--- src/hw/exePkg.sv ---
`default_nettype none

package exePkg;

    localparam int dataWidth = 32;

    typedef logic [dataWidth-1:0] dataT;
    typedef logic [3:0] regIdxT;
    typedef logic signed [15:0] immT;

    typedef struct packed {
        logic n;
        logic z;
        logic c;
        logic v;
    } flagsT;

    typedef enum logic [1:0] {
        opAlu,
        opLoad,
        opStore,
        opBranch
    } opClassT;

    typedef enum logic [3:0] {
        aluAdd, aluSub, aluAnd, aluOr, aluXor, aluNot,
        aluMov, aluMovt, aluClr, aluSet, aluLsl, aluLsr
    } aluOpT;

    // Encoding 15 is unused
    typedef enum logic [3:0] {
        EQ, NE, HS, LO, MI, PL, VS, VC,
        HI, LS, GE, LT, GT, LE, AL
    } condT;

    typedef struct packed {
        opClassT opClass;
        aluOpT aluOp;
        condT cond;
        logic useImm;      // Operand two from imm instead of rs2
        logic setFlags;
        regIdxT rd;        // Also the store data register
        regIdxT rs1;
        regIdxT rs2;
        immT imm;
    } instT;

    // Register write request and report
    typedef struct packed {
        logic valid;
        regIdxT rd;
        dataT data;
    } wbT;

    typedef struct packed {
        logic psel;
        logic penable;
        logic pwrite;
        dataT paddr;
        dataT pwdata;
    } apbReqT;

endpackage

`default_nettype wire

--- src/hw/regFile.sv ---
`timescale 1ns/1ps
`default_nettype none

module regFile #(
    parameter int numRegs = 16
) (
    input wire clk,
    input wire rst,
    input wire exePkg::regIdxT rs1,
    input wire exePkg::regIdxT rs2,
    input wire exePkg::regIdxT rd,
    output exePkg::dataT rs1Data,
    output exePkg::dataT rs2Data,
    output exePkg::dataT rdData,
    input wire exePkg::wbT aluWb,
    input wire exePkg::wbT loadWb,
    output exePkg::wbT wb
);
    import exePkg::*;

    dataT regs [numRegs];
    wbT wr;

    assign wr = aluWb.valid ? aluWb : loadWb;

    // Indices past numRegs read as zero
    assign rs1Data = (rs1 < numRegs) ? regs[rs1] : '0;
    assign rs2Data = (rs2 < numRegs) ? regs[rs2] : '0;
    assign rdData = (rd < numRegs) ? regs[rd] : '0;

    always_ff @(posedge clk or posedge rst) begin
        if (rst) begin
            for (int i = 0; i < numRegs; i++) begin
                regs[i] <= '0;
            end
            wb <= '0;
        end else begin
            if (wr.valid && wr.rd < numRegs) begin
                regs[wr.rd] <= wr.data;
            end
            wb <= wr;  // Report lags the write by one cycle
        end
    end

    // ALU writes only on accept, which the sequencer blocks during a load
    singleWriter: assert property (@(posedge clk) disable iff (rst)
        !(aluWb.valid && loadWb.valid))
        else $error("regFile: ALU and load write in the same cycle");

endmodule

`default_nettype wire

--- src/hw/aluUnit.sv ---
`timescale 1ns/1ps
`default_nettype none

module aluUnit (
    input wire accept,
    input wire exePkg::instT inst,
    input wire exePkg::dataT rs1Data,
    input wire exePkg::dataT rs2Data,
    input wire exePkg::dataT rdData,
    input wire exePkg::flagsT flagsIn,
    output exePkg::wbT aluWb,
    output exePkg::flagsT flagsNext,
    output logic flagsWrite,
    output exePkg::dataT addrSum
);
    import exePkg::*;

    localparam int msb = dataWidth - 1;

    dataT immExt;
    dataT opB;
    dataT result;
    logic [dataWidth:0] sum;   // Carry out in top bit
    logic [dataWidth:0] diff;  // Borrow out in top bit
    logic negRes;
    logic zeroRes;
    logic isAlu;

    assign immExt = {{(dataWidth - 16){inst.imm[15]}}, inst.imm};
    assign opB = inst.useImm ? immExt : rs2Data;

    assign sum = {1'b0, rs1Data} + {1'b0, opB};
    assign diff = {1'b0, rs1Data} - {1'b0, opB};

    // Load/store address and register-relative jump target
    assign addrSum = rs1Data + immExt;

    always_comb begin
        case (inst.aluOp)
            aluAdd:  result = sum[msb:0];
            aluSub:  result = diff[msb:0];
            aluAnd:  result = rs1Data & opB;
            aluOr:   result = rs1Data | opB;
            aluXor:  result = rs1Data ^ opB;
            aluNot:  result = ~rs1Data;
            aluMov:  result = opB;
            aluMovt: result = {inst.imm, rdData[15:0]};  // Upper half only
            aluClr:  result = '0;
            aluSet:  result = '1;
            aluLsl:  result = rs1Data << opB;  // Large shift counts give zero
            aluLsr:  result = rs1Data >> opB;
            default: result = '0;
        endcase
    end

    assign negRes = result[msb];
    assign zeroRes = (result == '0);

    always_comb begin
        flagsNext = flagsIn;
        case (inst.aluOp)
            aluAdd: begin
                flagsNext.n = negRes;
                flagsNext.z = zeroRes;
                flagsNext.c = sum[dataWidth];
                flagsNext.v = ~(rs1Data[msb] ^ opB[msb]) & (rs1Data[msb] ^ result[msb]);
            end
            aluSub: begin
                flagsNext.n = negRes;
                flagsNext.z = zeroRes;
                flagsNext.c = ~diff[dataWidth];  // C is no borrow
                flagsNext.v = (rs1Data[msb] ^ opB[msb]) & (rs1Data[msb] ^ result[msb]);
            end
            aluAnd, aluOr, aluXor, aluNot: begin
                flagsNext.n = negRes;  // C and V kept
                flagsNext.z = zeroRes;
            end
            default: flagsNext = flagsIn;
        endcase
    end

    assign isAlu = accept && (inst.opClass == opAlu);
    assign flagsWrite = isAlu && inst.setFlags;
    assign aluWb = '{valid: isAlu, rd: inst.rd, data: result};

endmodule

`default_nettype wire

--- src/hw/flagUnit.sv ---
`timescale 1ns/1ps
`default_nettype none

module flagUnit (
    input wire clk,
    input wire rst,
    input wire accept,
    input wire exePkg::instT inst,
    input wire exePkg::flagsT flagsNext,
    input wire flagsWrite,
    input wire exePkg::dataT addrSum,
    output exePkg::flagsT flags,
    output logic branchValid,
    output logic branchTaken,
    output exePkg::dataT branchTarget
);
    import exePkg::*;

    logic condMet;
    logic isBranch;

    assign isBranch = accept && (inst.opClass == opBranch);

    // ARM condition codes on the current NZCV
    always_comb begin
        case (inst.cond)
            EQ: condMet = flags.z;
            NE: condMet = !flags.z;
            HS: condMet = flags.c;
            LO: condMet = !flags.c;
            MI: condMet = flags.n;
            PL: condMet = !flags.n;
            VS: condMet = flags.v;
            VC: condMet = !flags.v;
            HI: condMet = flags.c && !flags.z;
            LS: condMet = !flags.c || flags.z;
            GE: condMet = (flags.n == flags.v);
            LT: condMet = (flags.n != flags.v);
            GT: condMet = !flags.z && (flags.n == flags.v);
            LE: condMet = flags.z || (flags.n != flags.v);
            AL: condMet = 1'b1;
            default: condMet = 1'b0;
        endcase
    end

    always_ff @(posedge clk or posedge rst) begin
        if (rst) begin
            flags <= '0;
            branchValid <= 1'b0;
            branchTaken <= 1'b0;
        end else begin
            if (flagsWrite) begin
                flags <= flagsNext;
            end
            branchValid <= isBranch;  // One-cycle pulse
            branchTaken <= isBranch && condMet;
        end
    end

    // Conditional branches jump to the immediate, AL is register-relative
    always_ff @(posedge clk) begin
        if (isBranch) begin
            branchTarget <= (inst.cond == AL) ? addrSum
                                              : {{(dataWidth - 16){inst.imm[15]}}, inst.imm};
        end
    end

endmodule

`default_nettype wire

--- src/hw/memSequencer.sv ---
`timescale 1ns/1ps
`default_nettype none

module memSequencer (
    input wire clk,
    input wire rst,
    input wire exePkg::instT inst,
    input wire instValid,
    output logic instReady,
    output logic accept,
    input wire exePkg::dataT addrSum,
    input wire exePkg::dataT rdData,
    output exePkg::apbReqT apbReq,
    input wire exePkg::dataT prdata,
    input wire pready,
    output exePkg::wbT loadWb
);
    import exePkg::*;

    typedef enum logic [1:0] {
        idle,
        setup,
        access
    } stateT;

    stateT state;
    logic isMem;
    logic done;
    dataT addrReg;
    dataT dataReg;
    logic writeReg;
    regIdxT loadRd;

    // Only back-pressure in the stage
    assign instReady = (state == idle);
    assign accept = instValid && instReady;

    assign isMem = (inst.opClass == opLoad) || (inst.opClass == opStore);
    assign done = (state == access) && pready;

    always_ff @(posedge clk or posedge rst) begin
        if (rst) begin
            state <= idle;
        end else begin
            case (state)
                idle:    if (accept && isMem) state <= setup;
                setup:   state <= access;
                access:  if (pready) state <= idle;  // Wait states hold here
                default: state <= idle;
            endcase
        end
    end

    // Transfer fields held from setup to completion
    always_ff @(posedge clk) begin
        if (accept && isMem) begin
            addrReg <= addrSum;
            dataReg <= rdData;
            writeReg <= (inst.opClass == opStore);
            loadRd <= inst.rd;
        end
    end

    assign apbReq = '{psel: (state != idle), penable: (state == access), pwrite: writeReg,
                      paddr: addrReg, pwdata: dataReg};

    assign loadWb = '{valid: done && !writeReg, rd: loadRd, data: prdata};

    penableWithPsel: assert property (@(posedge clk) disable iff (rst)
        apbReq.penable |-> apbReq.psel)
        else $error("memSequencer: penable without psel");

    addrStable: assert property (@(posedge clk) disable iff (rst)
        (apbReq.psel && !done) |=> $stable(apbReq.paddr) && $stable(apbReq.pwrite)
                                   && $stable(apbReq.pwdata))
        else $error("memSequencer: APB request changed during transfer");

endmodule

`default_nettype wire

--- src/hw/exeUnit.sv ---
`timescale 1ns/1ps
`default_nettype none

module exeUnit #(
    parameter int numRegs = 16
) (
    input wire clk,
    input wire rst,
    input wire exePkg::instT inst,
    input wire instValid,
    output logic instReady,
    output exePkg::apbReqT apbReq,
    input wire exePkg::dataT prdata,
    input wire pready,
    output exePkg::wbT wb,
    output exePkg::flagsT flags,
    output logic branchValid,
    output logic branchTaken,
    output exePkg::dataT branchTarget
);
    import exePkg::*;

    logic accept;  // Issue handshake from the sequencer
    dataT rs1Data;
    dataT rs2Data;
    dataT rdData;
    dataT addrSum;
    wbT aluWb;
    wbT loadWb;
    flagsT flagsNext;
    logic flagsWrite;

    regFile #(.numRegs(numRegs)) regFile0 (
        .clk(clk),
        .rst(rst),
        .rs1(inst.rs1),
        .rs2(inst.rs2),
        .rd(inst.rd),
        .rs1Data(rs1Data),
        .rs2Data(rs2Data),
        .rdData(rdData),
        .aluWb(aluWb),
        .loadWb(loadWb),
        .wb(wb)
    );

    aluUnit aluUnit0 (
        .accept(accept),
        .inst(inst),
        .rs1Data(rs1Data),
        .rs2Data(rs2Data),
        .rdData(rdData),
        .flagsIn(flags),
        .aluWb(aluWb),
        .flagsNext(flagsNext),
        .flagsWrite(flagsWrite),
        .addrSum(addrSum)
    );

    flagUnit flagUnit0 (
        .clk(clk),
        .rst(rst),
        .accept(accept),
        .inst(inst),
        .flagsNext(flagsNext),
        .flagsWrite(flagsWrite),
        .addrSum(addrSum),
        .flags(flags),
        .branchValid(branchValid),
        .branchTaken(branchTaken),
        .branchTarget(branchTarget)
    );

    memSequencer memSequencer0 (
        .clk(clk),
        .rst(rst),
        .inst(inst),
        .instValid(instValid),
        .instReady(instReady),
        .accept(accept),
        .addrSum(addrSum),
        .rdData(rdData),
        .apbReq(apbReq),
        .prdata(prdata),
        .pready(pready),
        .loadWb(loadWb)
    );

endmodule

`default_nettype wire

--- config.mk ---
export PLATFORM = sky130hd
export DESIGN_NAME = exeUnit
export DESIGN_NICKNAME = d
export VERILOG_FILES = /design/src/hw/exePkg.sv /design/src/hw/regFile.sv /design/src/hw/aluUnit.sv /design/src/hw/flagUnit.sv /design/src/hw/memSequencer.sv /design/src/hw/exeUnit.sv
export SDC_FILE = /design/constraint.sdc
export NUM_CORES = 2
export LEC_CHECK = 0
export BUFFER_PORTS_ARGS = -buffer_cell sky130_fd_sc_hd__buf_2
export CORE_ASPECT_RATIO = 0.8
export CORE_MARGIN = 3
export CORE_UTILIZATION = 50
export CTS_CLUSTER_SIZE = 12
export DETAILED_ROUTE_END_ITERATION = 8
export PLACE_DENSITY = 0.67
export SETUP_SLACK_MARGIN = 0.5
export SYNTH_ARGS = -nofsm -noshare
export SYNTH_HDL_FRONTEND = slang
export SYNTH_SLANG_ARGS = --single-unit
--- constraint.sdc ---
create_clock -name clk -period 25.4 [get_ports clk]
set_input_delay 3.81 -clock clk [delete_from_list [all_inputs] [get_ports clk]]
set_output_delay 3.81 -clock clk [all_outputs]
set_load 0.01 [all_outputs]
# Word level (Yosys, flattened, before mapping)
# Index checks and enable logic that the tools add are counted.
[totals]
input_bits = 76
regBits = 658
latch_bits = 0
ramBits = 0
romBits = 0
mem_count = 0
out_inout_bits = 143
[classes]
n_eq_ne = 33
shift = 2
n_bitwise = 14
add_sub_neg = 3
reduce_logical = 30
n_lt_le_gt_ge = 5
n_div = 0
muxes = 21
mul = 0
[op_table]
columns = ["op", "n"]
rows = [
  ["$bwmux 512", 1],
  ["$bmux 32 s4", 3],
  ["$pmux 32 s11", 1],
  ["$mux 32", 9],
  ["$demux 32 s4", 1],
  ["$eq 4x4->1 const B", 10],
  ["$mux 37", 1],
  ["$add 32x32->33", 1],
  ["$sub 32x32->33", 1],
  ["$add 32x32->32", 1],
  ["$and 32x32->32", 1],
  ["$eq 4x3->1 const B", 8],
  ["$logic_not 32->1", 1],
  ["$not 32->32", 1],
  ["$or 32x32->32", 1],
  ["$shl 32x32->32", 1],
  ["$shr 32x32->32", 1],
  ["$xor 32x32->32", 1],
  ["$ge 5x5->1 const B", 4],
  ["$not 4->5", 4],
  ["$eq 4x2->1 const B", 4],
  ["$pmux 1 s15", 1],
  ["$logic_and 1x1->1", 11],
  ["$eq 4x1->1 const B", 2],
  ["20 further kinds", 38],
]

# Longest topological paths before layout
[logic_depth]
ltp_word = 14
mapped_depth = 29

# Hierarchy
# A second synthesis with hierarchy kept.
[hier_totals]
hier_cells = 4000
area_unflattened_um2 = 48621.6
[modules_own_cells]
columns = ["mod", "area_each_um2", "seq_area_each_um2", "instances", "cells_per_inst"]
rows = [
  ["regFile", 32149.6, 13738.2, 1, 2029],
  ["aluUnit", 12233.0, 0.0, 1, 1721],
  ["memSequencer", 2459.9, 2122.0, 1, 116],
  ["flagUnit", 1779.2, 1111.1, 1, 134],
]

# Least setup slack after synthesis
# OpenSTA, ideal clock, no wires.
[synth_path]
kind = "input to register"
startpoint = "in inst[17] (netlist name)"
endpoint = "reg regFile0.regs[349] (netlist name)"
required_ns = 25.268
stages = 29
path_buffers = 10
arrival_ns = 9.643
setup_time_ns = 0.132
path_slack_ns = 15.625
cell_sequence = "buf_2 buf_4 buf_2 buf_2 buf_2 buf_2 mux4_2 mux4_2 nand2_1 and2_1 buf_2 inv_1 buf_2 buf_2 ha_1 nor3_1 o21ai_0 nand2_1 o2111a_1 o31a_1 o21ai_0 a31oi_1 nor3b_1 o41a_1 a211o_1 a21o_1 a22oi_1 buf_2 o21ai_0"
[synth_between]
elab_chain_len = 9
[synth_rtl]
columns = ["element", "line_no", "rtl"]
rows = [
  ["from (decl)", "exeUnit.sv:9", "input wire exePkg::instT inst,"],
  ["$not 4->5 (implied by the code) (*)", "regFile.sv:28", "assign rs2Data = (rs2 < numRegs) ? regs[rs2] : '0;"],
  ["$bmux 32 s4 (*)", "regFile.sv:28", ""],
  ["$mux 32 (implied by the code) (*) (2 in a row)", "regFile.sv:28", ""],
  ["$mux 32 (*)", "aluUnit.sv:30", "assign opB = inst.useImm ? immExt : rs2Data;"],
  ["$sub 32x32->33 (tied with other cells)", "aluUnit.sv:33", "assign diff = {1'b0, rs1Data} - {1'b0, opB};"],
  ["$pmux 32 s11 (*)", "aluUnit.sv:39", "case (inst.aluOp)"],
  ["$mux 37 (*)", "regFile.sv:24", "assign wr = aluWb.valid ? aluWb : loadWb;"],
  ["$bwmux 512 (*)", "regFile.sv:39", "regs[wr.rd] <= wr.data;"],
  ["to (signal, indexed assignment)", "regFile.sv:39", ""],
  ["to (decl)", "regFile.sv:21", "dataT regs [numRegs];"],
]
# Mark *: on every way between the ends. The rest lies on a longest branch, timed or not. The select of a mux whose other input is x is not followed.
# A chain may end at the register's enable or synchronous reset.

# Worst setup path in the final report
[layout_path]
startpoint = "in inst[29] (netlist name)"
endpoint = "reg regFile0.regs[62] (netlist name)"
[layout_between]
elab_chain_len = 5
[layout_rtl]
columns = ["element", "line_no"]
rows = [
  ["$mux 32 (*)", "aluUnit.sv:30"],
  ["$sub 32x32->33 (tied with other cells)", "aluUnit.sv:33"],
  ["$pmux 32 s11 (*)", "aluUnit.sv:39"],
  ["$mux 37 (*)", "regFile.sv:24"],
  ["$bwmux 512 (*)", "regFile.sv:39"],
]
# Mark *: on every way between the ends. The rest lies on a longest branch, timed or not.

==> metrics.csv <==
metric,value,unit
status,finished clean,
number of synthesized register bits,658,
root buf cell,clkbuf_16,
input/output buffers,218,
P_int,2.89,mW
first-pass GRT wire length,273,mm
power after layout,4.95,mW
Most used DFF post-synth,dfrtp_1,
antenna-violating nets left,0,
H-tree Lvls,3,
hold_buf cts,0,
post-CTS resize count,0,
CTS tree,yes,
post-layout minimum cycle time,12.16,ns
clock share of power,21.3,%
Max-cap violations,0,
area delta synth->final,9.47,%
share of cells above drive strength 1,22.4,%
Starting Density,51.0,%
CP Max Fanout,37,
Switching Fraction,41.6,%
Initial DRC Count,5976,
fin worst setup slack,13.24,ns
Vias/cell,7.10,
Sinks on Clock Net,658,
routability cong.,1.09,
DR vias,40500,
Filler cells,7920,
asr flop ratio synth,84.7,%
Seq pwr share,34.0,%
Post-CTS Setup Inserts,0,
Worst path top cell family by delay,compound AO/OA/AOI/OAI gates,
Place WS,13.02,ns
area share of the largest cell type after synthesis,30.3,%
die width,345,um
worst-skew pair later-pin latency,0.68,ns
largest area contributor in the netlist,dfrtp_1,
worst path arrival time,12.63,ns
vias in the first global route,38000,
register area share after synthesis,36.9,%
initial antenna violation count,9,
startpoint class of the critical path,input port,
Psw,2.06,mW
P per Cell Area,98.2,nW/um2
final WL,189,mm
WP data required,25.87,ns
synth top area cells,"dfrtp_1 (30%), mux4_2 (21%), edfxtp_1 (6.6%)",
Area after DPL,48100,um2
drt first pass iters,6,
FMAX,0.0823,GHz
CP bufs+invs,4,
Worst Setup Path Type,input port to flop,
"top cells by count, synth","dfrtp_1 (557), nand2_1 (484), mux4_2 (434), nor2_1 (403), a21oi_1 (400)",
core area,90200,um2
Row Count,98,
Finish-stage setup viols,0,
yosys warns,0,
Synth cell types,95,
crit share post-route,47.9,%
crit end category,flop,
TritonCTS buffer count,72,
RSZ-0062 raised after global routing,false,
die footprint,95800,um2
Hold WC Path Type,flop to flop,
"count leader, synth",dfrtp_1,
NumNets Final,4664,
largest net degree at the start of global routing,165,
"slowest stage cell, crit path",a22oi_1,
Post-DP HPWL,130,mm
clock-pin slew on the worst setup and hold paths,0.06,ns
power share of the combinational group,44.7,%
gr usage total,38.6,%
worst slew pin tran,1.38,ns
DRC,0,
Slew HR,7.50,%
wire length per cell,33.1,um
Synth Cell Area,46000,um2
total gr overflow,0,
Avg Inst Size Synth,10.4,um2
Slew Limit Fails,0,
setup TNS,0,ns
I/O pin cnt,219,
leakage,21.0,nW
Mapped Nets,4629,
design area,50400,um2
Max clock buf depth,3,
gate count after technology mapping,4420,
maximum vdd ir drop,0.0000621,V
Die Ht,277,um
number of flops mapped to enable cells by yosys,101,
Fin. Hold Viols,0,
Setup Skew,0.0451,ns
critical path cell sequence,buf_2 -> buf_4 -> clkinv_1 -> nand2_1 -> o22a_1 -> nand2_4 -> inv_2 -> ha_1 -> fa_1 -> a211oi_1 -> o21a_1 -> o31a_1 -> a21oi_1 -> o2111ai_1 -> a21boi_0 -> o2111ai_1 -> nand2_1 -> o211a_1 -> mux2_2 -> o221ai_1 -> a22oi_1 -> o21ai_0,
crit-path max cell delay,1.00,ns
[metrics by stage]
step                utilization [%]  hold slack (ns)  instances
finish                         55.8            0.480       5714
global route                   55.8            0.493       5710
CTS                            55.8            0.480       5710
detailed placement             53.3            0.470       5581
global placement               53.3            0.467       5581
floorplan                         -            0.440       4420
[final cells by class]
class	instances	area [um2]	area share (%)
multi-input combinational	3243	27000	53.5
clock inverter	23	274	0.544
inverter	140	537	1.07
timing repair buffer	340	2080	4.13
sequential	658	17000	33.7
tap	1200	1500	2.98
clock buffer	106	2030	4.03
antenna	4	10.0	0.0199
[power by group through the flow]
stage	logic (mW)	clock network [mW]	registers [mW]
final	2.21	1.05	1.68
after global routing	2.33	1.10	1.72
after CTS	2.13	1.07	1.67
after detailed placement	2.12	0	1.68
after global placement	2.10	0	1.66
after floorplan	1.48	0	1.60
[flip-flops by register name, indices dropped and copies added (netlist names)]
name and count:
memSequencer0.dataReg 32, flagUnit0.branchTarget 32, memSequencer0.state 2, memSequencer0.addrReg 32
flagUnit0.branchValid 1, regFile0.regs 512, memSequencer0.writeReg 1, memSequencer0.loadRd 4
flagUnit0.branchTaken 1, flagUnit0.flags 4, regFile0.wb 37
[cell usage in the layout, fill, tap and decap left out, types with 54 or more instances in the layout]
cell and n:
o21ai_0 354, nor2_1 396, buf_2 210, a21oi_1 399
mux4_2 434, nand3_1 76, buf_4 123, mux2_2 61
nand2_1 478, ha_1 130, clkbuf_16 73, a22oi_1 54
inv_1 133, mux2i_1 156, edfxtp_1 101, dfrtp_1 557
[metal layers]
| layer | up-vias | GRT usage (%) | part of all wire [%] |
|---|---|---|---|
| met1 | 20300 | 55.1 | 40 |
| met3 | 526 | 11.1 | 13 |
| li1 | 16800 | - | - |
| met2 | 2969 | 54.6 | 42 |
| met5 | - | 0 | 0.0069 |
| met4 | 2 | 17.8 | 5.6 |
[final timing paths]
path | slack (ns) | startpoint | cells past startpoint | endpoint
worst max-delay path | 13.24 | inst[29] | 22 | regFile0.regs[62]
max in group asynchronous | 19.26 | rst | 5 | regFile0.regs[487]
min in group asynchronous | 3.31 | rst | 2 | regFile0.regs[20]
worst min-delay path | 0.48 | memSequencer0.state[1] | 1 | memSequencer0.state[1]
worst max register to register | 16.82 | regFile0.regs[32] | 19 | regFile0.regs[62]
worst min register to register | 0.48 | memSequencer0.state[1] | 1 | memSequencer0.state[1]
[cells by family after synthesis]
| group | after synthesis | synth area share, % |
|---|---|---|
| flops | 658 | 36.9 |
| fa+ha+maj | 133 | 3.66 |
| buf+inv | 519 | 4.85 |
| mux | 651 | 26.1 |
| simple gates | 1186 | 11.1 |
| compound gates | 1239 | 16.7 |
| xor+xnor | 34 | 0.647 |
Note: power is estimated with default switching activity, not from simulation.
